## config.mk

```make
export PLATFORM = sky130hd
export DESIGN_NAME = nearest_hit
export DESIGN_NICKNAME = d
export VERILOG_FILES = /design/src/verilog/raycast_pkg.sv /design/src/verilog/nearest_hit.sv
export SDC_FILE = /design/constraint.sdc
export NUM_CORES = 1
export LEC_CHECK = 0
export BUFFER_PORTS_ARGS = -buffer_cell sky130_fd_sc_hd__buf_2
export CORE_MARGIN = 1.5
export CORE_UTILIZATION = 36
export CTS_CLUSTER_SIZE = 8
export DETAILED_ROUTE_END_ITERATION = 10
export PLACE_DENSITY_LB_ADDON = 0.1
export SYNTH_ARGS = -nofsm -noshare
export SYNTH_HDL_FRONTEND = slang
export SYNTH_SLANG_ARGS = --single-unit
```

## constraint.sdc

```tcl
create_clock -name clk -period 6.15 [get_ports clk]
set_clock_uncertainty 0.1 [all_clocks]
set_input_delay 0.615 -clock clk [delete_from_list [all_inputs] [get_ports clk]]
set_output_delay 0.615 -clock clk [all_outputs]
set_load 0.1 [all_outputs]
```

## src/verilog/raycast_pkg.sv

```systemverilog
package raycast_pkg;

    // fixed-point widths
    localparam int COORD_W = 12;
    localparam int RSQ_W   = 24;
    localparam int DOT_W   = 28;
    localparam int DISC_W  = 64;

    // scene size
    localparam int NUM_SHAPES = 8;
    localparam int IDX_W      = 3;

    // host bus
    localparam int ADDR_W = 12;
    localparam int DATA_W = 32;

    // sphere table window, four words per entry
    localparam logic [ADDR_W-1:0] SHAPE_BASE = 12'h100;
    localparam int SHAPE_STRIDE = 16;

    // request to response latency of the sphere test
    localparam int SPHERE_LAT = 3;

    typedef struct packed {
        logic signed [COORD_W-1:0] x;
        logic signed [COORD_W-1:0] y;
        logic signed [COORD_W-1:0] z;
    } vec3_t;

    typedef struct packed {
        vec3_t src;
        vec3_t dir;
    } ray_t;

    typedef struct packed {
        vec3_t             center;
        logic [RSQ_W-1:0]  radius_sq;
    } sphere_t;

    typedef struct packed {
        logic             valid;
        logic [IDX_W-1:0] idx;
        sphere_t          sphere;
    } probe_req_t;

    typedef struct packed {
        logic                    valid;
        logic [IDX_W-1:0]        idx;
        logic                    hit;
        logic signed [DOT_W-1:0] key;
    } probe_rsp_t;

    typedef struct packed {
        logic              psel;
        logic              penable;
        logic              pwrite;
        logic [ADDR_W-1:0] paddr;
        logic [DATA_W-1:0] pwdata;
    } apb_req_t;

    typedef struct packed {
        logic [DATA_W-1:0] prdata;
        logic              pready;
        logic              pslverr;
    } apb_rsp_t;

    // register map below the sphere table
    typedef enum logic [ADDR_W-1:0] {
        CTRL   = 12'h000,
        STATUS = 12'h004,
        SRC_X  = 12'h008,
        SRC_Y  = 12'h00C,
        SRC_Z  = 12'h010,
        DIR_X  = 12'h014,
        DIR_Y  = 12'h018,
        DIR_Z  = 12'h01C,
        RESULT = 12'h020,
        KEY    = 12'h024
    } reg_sel_e;

    typedef enum logic [1:0] {
        IDLE,
        SENDING,
        DRAINING
    } sweep_state_e;

endpackage

```

## src/verilog/nearest_hit.sv

```systemverilog
module nearest_hit
    import raycast_pkg::*;
(
    input  logic                    clk,
    input  logic                    rst,
    input  logic                    clear,
    input  probe_rsp_t              rsp,
    output logic                    best_hit,
    output logic [IDX_W-1:0]        best_idx,
    output logic signed [DOT_W-1:0] best_key
);

    logic take;

    // strict compare so the earlier, lower index wins a tie
    assign take = rsp.valid && rsp.hit && (!best_hit || (rsp.key < best_key));

    always_ff @(posedge clk) begin
        if (rst || clear) begin
            best_hit <= 1'b0;
            best_idx <= '0;
            best_key <= '0;
        end else if (take) begin
            best_hit <= 1'b1;
            best_idx <= rsp.idx;
            best_key <= rsp.key;
        end
    end

    // only spheres ahead of the origin can be kept
    a_key_positive: assert property (@(posedge clk) disable iff (rst)
        best_hit |-> (best_key > 0))
        else $error("nearest_hit: best key not positive");

endmodule

```

After elaboration in Yosys (flattened, before gate mapping) --
Cells that the tools add are included.
Storage, ports and cells: bits in writable memories 0, register bits 32, bits of input ports 36, logic and storage cells 9, output and inout port bits 32, latch bits 0, memories kept 0, memory bits (read-only) 0
Operators by class: mux-type cells 0, add/subtract/negate cells 0, reduce and logical (&&, ||, !) cells 5, shifts and indexed selects 0, $mul 0, bitwise operators 0, $lt $le $gt $ge 1, div/mod/pow operators 0, equal/unequal tests 0
Operators with widths (count):
- 28-bit < comparator | 1
- 1-bit logical AND | 2
- 1-bit logical OR | 2
- 1-bit logical NOT | 1

Longest topological paths before layout --
word-level depth 3, gate-level depth with buffers 9, gate-level depth less buffers 8

Least setup slack after synthesis --
OpenSTA, ideal clock, no wires.
path type flip-flop to flip-flop, start point register best_key[27], end point register best_key[0], path buffers 1, arrival 2751 ps, period minus slack after synthesis 2922 ps, setup time 71 ps, path slack 3228 ps, cell stages (with the launch flop) 10, data required time 5979 ps, path through dfxtp_1 -> inv_1 -> ha_1 -> nand4_2 -> nor4_2 -> a41oi_1 -> a31oi_2 -> buf_6 -> o21ai_0 -> a21boi_1
Between the ends: word-level cells in the longest chain between the ends 3
Ends and longest elaborated chain:
- start, declared | line nearest_hit.sv:10 | output logic signed [DOT_W-1:0] best_key
- start signal, assigned | line nearest_hit.sv:26 | best_key <= rsp.key;
- 28-bit < comparator | line nearest_hit.sv:16 | assign take = rsp.valid && rsp.hit && (!best_hit || (rsp.key < best_key));
- 1-bit logical OR | line nearest_hit.sv:16
- 1-bit logical AND | line nearest_hit.sv:16
No other way between the ends. A chain may end at the register's enable or synchronous reset.

Worst setup path in the final report --
start point input rsp[27] (netlist bit), end point register best_key[1]
Between the ends: word-level cells in the longest chain between the ends 3
Ends and longest elaborated chain:
- start, declared | line nearest_hit.sv:7 | input probe_rsp_t rsp,
- 28-bit < comparator | line nearest_hit.sv:16
- 1-bit logical OR | line nearest_hit.sv:16
- 1-bit logical AND | line nearest_hit.sv:16
No other way between the ends.

==> results.json <==
{
  "postSynth.asyncResetShare_pct": 0,
  "max_cap_viol_count": 0,
  "p_seq_share_pct": 39.2,
  "pre_cts_ws_ps": 2960,
  "total_power_mw": 0.555,
  "first_pass_iters": 4,
  "ys_ff_latch": 32,
  "grt_pass1_wl_mm": 8.71,
  "fp.coreArea_um2": 5470,
  "cp.required_ps": 6270,
  "r2r_slack_ps": 3310,
  "period_share_pct": 46.6,
  "cts_max_level": 2,
  "tritoncts": "yes",
  "cpLargestDelayFamily": "compound AO/OA/AOI/OAI gates",
  "final_cell_mix": "buf_2 (67), dfxtp_1 (32), nand3_1 (31), a21boi_1 (30)",
  "drc": 0,
  "clkTransAtPathRegs_ps": 70,
  "hp-class": "reg2reg",
  "final-setup-viol-count": 0,
  "final_net_count": 367,
  "clk_latency_ps": 290,
  "routedWlPerCell_um": 13.6,
  "end_kind": "register",
  "final_antenna_net_count": 0,
  "power.internal_mw": 0.373,
  "slew_headroom_pct": 25.5,
  "layout_commonest_cell": "buf_2",
  "grt_overflow": 0,
  "cts_root_buf": "clkbuf_8",
  "outcome": "completed",
  "cp-start-kind": "primary input",
  "antenna_found_initial": 0,
  "tightest_slew_ps": 1120,
  "drt_iter0_markers": 74,
  "dr_total_vias": 1904,
  "hold_buffers": 0,
  "via_per_inst": 5.05,
  "timing.final.ws_setup_ps": 3290,
  "comb_power_share_pct": 24.1,
  "io_buffers": 67,
  "cts_setup_buffers": 0,
  "dominantRegCellSynth": "dfxtp_1",
  "clock_path_buffers": 2,
  "clock-sinks": 32,
  "leakagePower_nw": 1.04,
  "grt_usage_pct": 18.0,
  "area_growth_pct": 22.9,
  "avgSynthCellArea_um2": 8.35,
  "post_cts_resized": 0,
  "ys_seq_area_share_pct": 31.6,
  "min_period_ps": 2860,
  "setup_tns_ps": 0,
  "rsz0062_at_grt": "false",
  "crit_arrival_ps": 2980,
  "p_sw_mw": 0.182,
  "rows": 27,
  "place_hpwl_mm": 3.62,
  "insertedDiodeCount": 0,
  "path_class": "in2reg",
  "gp_congestion": 0.732,
  "crit_slowest_cell": "ha_1",
  "synth.distinct_cells": 34,
  "drt-total-wl_mm": 5.14,
  "finalHoldViolations": 0,
  "power_density_nw_per_um2": 223,
  "max_freq_mhz": 349,
  "grt_pass1_vias": 1837,
  "yosysWarnings": 0,
  "layout-drive-gt1-share_pct": 27.9,
  "die_x_um": 78.1,
  "hold_slack_ps": 373,
  "final_core_util_pct": 45.5,
  "synth_edf_count": 0,
  "syn_inst": 243,
  "dieArea_um2": 6090,
  "grt_max_degree": 32,
  "slew_violations": 0,
  "initial_core_util_pct": 37.1,
  "syn-cell-area_um2": 2030,
  "critPathBufInv": 2,
  "ios": 68,
  "power_frac_clock_pct": 36.7,
  "crit_chain": "buf_2 -> ha_1 -> nand4_2 -> nor4_2 -> a41oi_1 -> a31oi_2 -> buf_4 -> o21ai_0 -> a21boi_1",
  "syn_nets": 306,
  "cp_max_fo": 25,
  "cts_buffers": 5,
  "max_stage_delay_ps": 400,
  "peakVddDrop_v": 0.0000971,
  "die_y_um": 78.1,
  "switching_share_pct": 32.8
}
flip-flops by register name (all words and copies together), names as in the netlist:
| signal | flops |
|---|---|
| best_key | 28 |
| best_idx | 3 |
| best_hit | 1 |
worst register-to-register path, cell delays in order, from the launching register on:
cell and delay (ps):
dfxtp_1 370, inv_1 60, ha_1 400, nand4_2 180
nor4_2 370, a41oi_1 210, a31oi_2 400, buf_4 380
o21ai_0 140, a21boi_1 170
cell type report:
class | count | area (µm²)
Clock buffer | 6 | 72.6
Fill cell | 564 | 2980
Sequential cell | 32 | 641
Timing Repair Buffer | 69 | 350
Multi-Input combinational cell | 169 | 1200
Clock inverter | 2 | 35.0
Tap cell | 72 | 90.1
Inverter | 27 | 101
power by group through the flow:
stage | Sequential, mW | Clock [mW] | Combinational [mW]
floorplan | 0.266 | 0 | 0.0584
global placement | 0.222 | 0 | 0.134
detailed placement | 0.222 | 0 | 0.135
CTS | 0.217 | 0.211 | 0.135
global route | 0.218 | 0.219 | 0.148
finish | 0.218 | 0.203 | 0.134
layer usage:
metal  up-vias  GRT usage (%)  wire (µm)  part of all wire [%]
met2        45           28.8       2190                    43
met3         5           4.30        212                   4.1
met4         0           5.36         59                   1.1
met5         -              0          0                     0
li1        991              -          -                     -
met1       863           24.2       2680                    52
path summary, 6_finish.rpt:
| check | endpoint | start | depth (start not counted) |
|---|---|---|---|
| setup / recovery | best_key[1] | rsp[27] | 9 |
| hold / removal | best_idx[0] | best_idx[0] | 2 |
| setup reg to reg | best_key[1] | best_key[27] | 9 |
| hold reg to reg | best_idx[0] | best_idx[0] | 2 |
metrics by stage:
stage | std cells | cell area [µm²]
floorplan | 243 | 2030
global placement | 369 | 2380
detailed placement | 369 | 2380
CTS | 377 | 2490
global route | 377 | 2490
finish | 377 | 2490
synth_stat cells, types with 4 or more instances:
cell,instances,area [µm²]
a21boi_1,30,225
a21oi_1,10,50.1
buf_2,5,25.0
buf_6,4,45.0
clkbuf_1,6,22.5
dfxtp_1,32,641
ha_1,27,338
inv_1,27,101
nand2_1,9,33.8
nand3_1,31,155
o21ai_0,15,75.1
o21ai_1,21,105
cells by family (layout without fill, tap and decap cells):
group,after synthesis,in the layout,synth area share [%]
simple gates,52,52,13.7
fa+ha+maj,27,27,16.7
compound gates,90,90,28.5
flops,32,32,31.6
buf+inv,42,104,9.56
No activity file was read; power rests on OpenSTA's default activity.
