`src/verilog/raycast_pkg.sv`:
```
package raycast_pkg;

    // fixed-point widths
    localparam int COORD_W = 12;
    localparam int RSQ_W   = 24;
    localparam int DOT_W   = 28;
    localparam int DISC_W  = 64;

    // scene size
    localparam int NUM_SHAPES = 8;
    localparam int IDX_W      = 3;

    // host bus
    localparam int ADDR_W = 12;
    localparam int DATA_W = 32;

    // sphere table window, four words per entry
    localparam logic [ADDR_W-1:0] SHAPE_BASE = 12'h100;
    localparam int SHAPE_STRIDE = 16;

    // request to response latency of the sphere test
    localparam int SPHERE_LAT = 3;

    typedef struct packed {
        logic signed [COORD_W-1:0] x;
        logic signed [COORD_W-1:0] y;
        logic signed [COORD_W-1:0] z;
    } vec3_t;

    typedef struct packed {
        vec3_t src;
        vec3_t dir;
    } ray_t;

    typedef struct packed {
        vec3_t             center;
        logic [RSQ_W-1:0]  radius_sq;
    } sphere_t;

    typedef struct packed {
        logic             valid;
        logic [IDX_W-1:0] idx;
        sphere_t          sphere;
    } probe_req_t;

    typedef struct packed {
        logic                    valid;
        logic [IDX_W-1:0]        idx;
        logic                    hit;
        logic signed [DOT_W-1:0] key;
    } probe_rsp_t;

    typedef struct packed {
        logic              psel;
        logic              penable;
        logic              pwrite;
        logic [ADDR_W-1:0] paddr;
        logic [DATA_W-1:0] pwdata;
    } apb_req_t;

    typedef struct packed {
        logic [DATA_W-1:0] prdata;
        logic              pready;
        logic              pslverr;
    } apb_rsp_t;

    // register map below the sphere table
    typedef enum logic [ADDR_W-1:0] {
        CTRL   = 12'h000,
        STATUS = 12'h004,
        SRC_X  = 12'h008,
        SRC_Y  = 12'h00C,
        SRC_Z  = 12'h010,
        DIR_X  = 12'h014,
        DIR_Y  = 12'h018,
        DIR_Z  = 12'h01C,
        RESULT = 12'h020,
        KEY    = 12'h024
    } reg_sel_e;

    typedef enum logic [1:0] {
        IDLE,
        SENDING,
        DRAINING
    } sweep_state_e;

endpackage

```
`src/verilog/sweep_ctrl.sv`:
```
module sweep_ctrl
    import raycast_pkg::*;
(
    input  logic             clk,
    input  logic             rst,
    input  logic             start,
    input  sphere_t          sphere,
    input  logic             rsp_valid,
    output logic [IDX_W-1:0] shape_idx,
    output probe_req_t       req,
    output logic             busy,
    output logic             done
);

    sweep_state_e   state;
    logic [IDX_W:0] rsp_cnt;
    logic           last_sent;
    logic           last_rsp;
    logic           issue;

    // final index sitting in the request register ends the issue phase
    assign last_sent = req.valid && (req.idx == IDX_W'(NUM_SHAPES - 1));
    assign last_rsp  = rsp_valid && (rsp_cnt == (IDX_W + 1)'(NUM_SHAPES - 1));

    // first sphere goes out together with the start pulse
    assign issue = ((state == IDLE) && start) || ((state == SENDING) && !last_sent);
    assign busy  = (state != IDLE);

    always_ff @(posedge clk) begin
        req.idx    <= shape_idx;
        req.sphere <= sphere;
        if (rst) begin
            state     <= IDLE;
            shape_idx <= '0;
            rsp_cnt   <= '0;
            req.valid <= 1'b0;
            done      <= 1'b0;
        end else begin
            done      <= 1'b0;
            req.valid <= issue;
            if (issue) begin
                shape_idx <= shape_idx + 1'b1;
            end
            if (rsp_valid) begin
                rsp_cnt <= rsp_cnt + 1'b1;
            end
            case (state)
                IDLE: begin
                    if (start) begin
                        state   <= SENDING;
                        rsp_cnt <= '0;
                    end
                end
                SENDING: begin
                    if (last_sent) begin
                        state     <= DRAINING;
                        shape_idx <= '0;
                    end
                end
                DRAINING: begin
                    // busy drops in the same cycle as done
                    if (last_rsp) begin
                        state   <= IDLE;
                        done    <= 1'b1;
                        rsp_cnt <= '0;
                    end
                end
                default: state <= IDLE;
            endcase
        end
    end

    a_req_in_sending: assert property (@(posedge clk) disable iff (rst)
        req.valid |-> (state == SENDING))
        else $error("sweep_ctrl: request valid outside SENDING");

endmodule

```
`config.mk`:
```
export PLATFORM = sky130hd
export DESIGN_NAME = sweep_ctrl
export DESIGN_NICKNAME = d
export VERILOG_FILES = /design/src/verilog/raycast_pkg.sv /design/src/verilog/sweep_ctrl.sv
export SDC_FILE = /design/constraint.sdc
export NUM_CORES = 1
export LEC_CHECK = 0
export ABC_AREA = 1
export BUFFER_PORTS_ARGS = -buffer_cell sky130_fd_sc_hd__buf_2
export CORE_MARGIN = 3
export CORE_UTILIZATION = 38
export CTS_CLUSTER_DIAMETER = 40
export DETAILED_ROUTE_END_ITERATION = 10
export GPL_ROUTABILITY_DRIVEN = 0
export PLACE_DENSITY = 0.78
export SLEW_MARGIN = 20
export SYNTH_ARGS = -nofsm -noshare
export SYNTH_HDL_FRONTEND = slang
export SYNTH_SLANG_ARGS = --single-unit
```
`constraint.sdc`:
```
create_clock -name clk -period 1.38 [get_ports clk]
set_input_delay 0.138 -clock clk [delete_from_list [all_inputs] [get_ports clk]]
set_output_delay 0.138 -clock clk [all_outputs]
set_load 0.02 [all_outputs]
```
Yosys cells after proc, flatten, opt, wreduce, memory -nomap -nowiden
Index checks and enable logic that the tools add are counted.
- flip-flop bits (word level): 74
- input port bits: 64
- output and inout port bits: 69
- word-level logic and storage cells: 42
- $add $sub $neg: 2
- eq/ne operators: 7
- multiplexer cells: 12
- bitwise operators: 1
- reductions and logical operators: 10
- operator list (operator ; number):
    4-bit 2-to-1 mux ; 3
    3-bit 2-to-1 mux ; 3
    4-bit case mux with 2 select lines ; 1
    2-bit 2-to-1 mux ; 3
    2-bit != test, second input constant ; 3
    2-bit case mux with 3 select lines ; 1
    4-bit by 1-bit adder with 4-bit output, second input constant ; 1
    4-bit by 3-bit equality test with 1-bit output, second input constant ; 1
    1-bit logical AND ; 4
    3-bit by 1-bit adder with 3-bit output, second input constant ; 1
    3-bit equality test, second input constant ; 1
    3-bit AND reduction ; 1
    2-bit by 1-bit equality test with 1-bit output, second input constant ; 1
    2-bit equality test, second input constant ; 1
    2-bit logical NOT ; 1
    2-bit nonzero test ; 1
    2-bit OR reduction ; 1
    1-bit logical NOT ; 1
    1-bit logical OR ; 1
    1-bit 2-to-1 mux ; 1
    1-bit inverter ; 1

Depth between registers and ports, before layout
- depth in word-level cells: 8
- depth in mapped cells: 7
- mapped depth without buffers: 7

Worst setup path before layout
No wires, ideal clock.
- kind: flip-flop to flip-flop
- from: reg req[61] in the netlist's numbering
- to: reg shape_idx[1]
- library setup time: 0.113 ns
- data arrival time: 0.942 ns
- required time: 1.267 ns
- path slack: 0.325 ns
- stages on the path, launching flop included: 6
- buffers on the path: 0
- clock period less this slack: 1.055 ns
- path through: dfxtp_1 -> nand2_1 -> o21ai_2 -> nand2_2 -> nor2_1 -> nor2_1
- cells in the longest elaborated chain, start to end: 8
- RTL lines (what ; RTL line ; source):
    from (decl) ; sweep_ctrl.sv:10 ; output probe_req_t req,
    3-bit equality test (*) ; sweep_ctrl.sv:22 ; assign last_sent = req.valid && (req.idx == IDX_W'(NUM_SHAPES - 1));
    1-bit logical AND (*) ; sweep_ctrl.sv:22 ;
    1-bit logical NOT ; sweep_ctrl.sv:26 ; assign issue = ((state == IDLE) && start) || ((state == SENDING) && !last_sent);
    1-bit logical AND ; sweep_ctrl.sv:26 ;
    1-bit logical OR ; sweep_ctrl.sv:26 ;
    3-bit 2-to-1 mux ; sweep_ctrl.sv:41 ; if (issue) begin
    3-bit 2-to-1 mux ; sweep_ctrl.sv:55 ; if (last_sent) begin
    3-bit 2-to-1 mux (*) ; sweep_ctrl.sv:47 ; case (state)
    to (signal assigned) ; sweep_ctrl.sv:42 ; shape_idx <= shape_idx + 1'b1;
    to (decl) ; sweep_ctrl.sv:9 ; output logic [IDX_W-1:0] shape_idx,
Mark *: on every way between the ends. The rest lies on a longest branch, timed or not.
A chain may end at the register's enable or synchronous reset.

Worst setup path after layout
- from: reg state[1]
- to: out busy
- cells in the longest elaborated chain, start to end: 1
- RTL lines (what ; RTL line ; source):
    from (decl) ; sweep_ctrl.sv:15 ; sweep_state_e state;
    from (signal assigned) ; sweep_ctrl.sv:33 ; state <= IDLE;
    from (signal assigned) ; sweep_ctrl.sv:50 ; state <= SENDING;
    from (signal assigned) ; sweep_ctrl.sv:56 ; state <= DRAINING;
    2-bit nonzero test ; sweep_ctrl.sv:27 ; assign busy = (state != IDLE);
    to (decl) ; sweep_ctrl.sv:11 ; output logic busy,
No other way between the ends.

==> key figures <==
Global routing
  • Global Route met1 Usage: 0.257
  • First-pass GRT wire length: 9830 um
  • Initial antenna violation count: 0
  • Pin count of the biggest net entering global routing: 14
  • Grt peak-use layer: met2
  • Grt met2 use: 0.434
  • Met3 capacity usage during global routing: 0.126
  • GRT Overall Usage: 0.255
  • Vias in the first global route: 1915
  • GR Overflow Total: 0

Status
  • Status: finished, final reports clean

Floorplanning
  • Chip height: 74.3 um
  • Die X: 74.3 um
  • Die ar.: 5510 um2
  • Top Ports: 133
  • # rows: 24
  • Area of the core: 4410 um2
  • Initial Utilization: 0.401

Clock tree
  • # resized after CTS: 0
  • Clk_lat worst skew: 0.34 ns
  • Root Buffer: clkbuf_8
  • CTS Hold Bufs: 60
  • CTS H-tree lvls: 3
  • CTS sink cnt: 74
  • Setup bufs post-CTS: 0
  • CTS tree: built
  • CTS Buf Count: 9
  • Clock buffer depth: 2
  • Reg clk slew, reported paths: 0.07 ns

Cells and area
  • Commonest non-fill, non-tap cell in the layout: buf_2
  • Finished Cell Area: 3310 um2
  • Final Non-Filler Cells: 385
  • Most frequent cells in the layout: 132 x buf_2, 74 x dfxtp_1, 60 x dlygate4sd3_1
  • Layout Nets: 394
  • Layout fillers: 267
  • Layout cell share with drive strength beyond 1: 0.480
  • Area growth syn-to-layout: 87.2%
  • Diode count: 0

Timing
  • F_max: 831 MHz
  • Setup Viol. Count Final: 0
  • Clock Skew: 0.00819 ns
  • Fin. max-slew vios: 0
  • Slew @ Worst Pin: 0.235 ns
  • RSZ-0062 raised after global routing: false
  • Final hold viol count: 0
  • Max-slew headroom: 0.842
  • Min Tclk post-route: 1.20 ns
  • Fin crit share: 0.873
  • TNS Setup: 0 ns

Drt
  • Routed wire per std cell: 17.0 um
  • Vias per std cell: 4.43
  • Detail Route Antenna Nets: 0
  • First DRT Iteration DRCs: 42
  • Post-route DRC: 0
  • DR vias: 1706
  • Drt total wl: 6540 um
  • DR pass1 iterations: 5

Worst setup path
  • Critical path class: reg -> out
  • Max FO, Critical Path: 3
  • Req. time, crit path: 1.24 ns
  • CP endpoint kind: output pin
  • WP data arrival: 1.07 ns
  • Startpoint type of the worst setup path: flop
  • Worst R2R Path Depth: 4

Placed design
  • Final HPWL DP: 3480 um
  • Port Buffers: 132
  • Post-DP Area: 2500 um2
  • Dpl cells: 309

Synthesis
  • Synthesized flop and latch total: 74
  • Synthesized area per cell: 14.2 um2
  • Synth area leaders: dfxtp_1 84%, xor2_1 2.0%, nand2_1 1.7%
  • Synth Instances: 125
  • Netlist cell types: 18
  • Top-area cell type share of the netlist area: 0.837
  • Syn Nets: 191
  • Area leader, netlist: dfxtp_1
  • Yosys warns: 0
  • Sequential share of the synthesized area: 0.837
  • Synthesized area: 1770 um2

Power
  • Cell Pwr Density: 1430 nW/um2
  • Psw: 1.17 mW
  • Static Leakage: 1.64 nW
  • Switching Fraction: 0.249
  • Int Pwr: 3.55 mW
  • Largest vdd supply drop: 1070 uV
  • Register share of total power: 0.488
  • Final Power: 4.73 mW
  • Clock power frac: 0.385
  • Logic pwr share: 0.126

Hold path
  • Hold Crit Class: in -> reg
  • Hold depth: 2

Job
  • Max Cap Viol: 0
==> through the flow <==
step | util | setup WS (ns) | hold slack (ns)
after floorplan | - | 0.325 | 0.166
after global placement | 0.565 | 0.334 | 0.240
after detailed placement | 0.565 | 0.279 | 0.242
after CTS | 0.751 | 0.154 | 0.0212
after global routing | 0.751 | 0.0850 | 0.0198
final | 0.751 | 0.176 | 0.0387
==> power by group through the flow <==
stage          registers (mW)  logic [mW]  clock network (mW)
6_report                 2.31       0.596                1.82
5_1_grt                  2.32       0.635                1.97
4_1_cts                  2.30       0.576                1.81
3_5_place_dp             2.35       0.444                   0
3_3_place_gp             2.34       0.434                   0
2_1_floorplan            2.50      0.0682                   0
==> worst max-delay path: stages (launching register included) <==
cell     delay, ns
dfxtp_1       0.35
nor2_2        0.18
inv_1         0.05
buf_2         0.15
==> cell type report <==
class                      instances  area, um2  area share
sequential                        74       1480       0.447
clock inverter                     7       93.8      0.0283
clock buffer                       9        124      0.0374
inverter                           8       30.0     0.00906
multi-input combinational         43        259      0.0781
tap                               52       65.1      0.0196
timing repair buffer             192       1260       0.381
==> state kept, by name (all words and copies together) (netlist names) <==
name,flops
done,1
state,2
rsp_cnt,4
shape_idx,3
req,64
==> Yosys cell counts <==
| master | count |
|---|---|
| inv_2 | 2 |
| nor2_4 | 1 |
| nand2_2 | 3 |
| dfxtp_1 | 74 |
| nand3_1 | 2 |
| ha_1 | 2 |
| o21ai_0 | 1 |
| nor2_1 | 8 |
| nand4_1 | 1 |
| nor2_2 | 2 |
| nor3_1 | 2 |
| a21oi_1 | 4 |
| xor2_1 | 4 |
| nand2_1 | 8 |
| o21ai_2 | 2 |
| a21oi_2 | 2 |
| inv_1 | 6 |
| mux2i_1 | 1 |
==> kinds of logic after synthesis <==
group	Yosys count	share of synthesized area
fa+ha+maj	2	0.0141
xor+xnor	4	0.0198
mux	1	0.00565
buf+inv	8	0.0170
simple gates	27	0.0728
compound gates	9	0.0339
flops	74	0.837
==> final timing paths <==
check	start	end	slack (ns)
hold reg to reg	shape_idx[1]$_SDFF_PP0_	req[61]$_DFF_P_	0.40
setup reg to reg	rsp_cnt[1]$_SDFF_PP0_	rsp_cnt[0]$_SDFF_PP0_	0.27
setup / recovery	state[1]$_SDFFE_PP0P_	busy	0.18
hold / removal	rst	req[63]$_SDFF_PP0_	0.04
==> metal layers <==
metal  vias to the layer above  routed length [um]
met5                         -                   0
met4                         0                 228
met3                        27                 618
met2                       100                3380
met1                       784                2310
li1                        795                   -
Power figures use the tool's default switching activity.
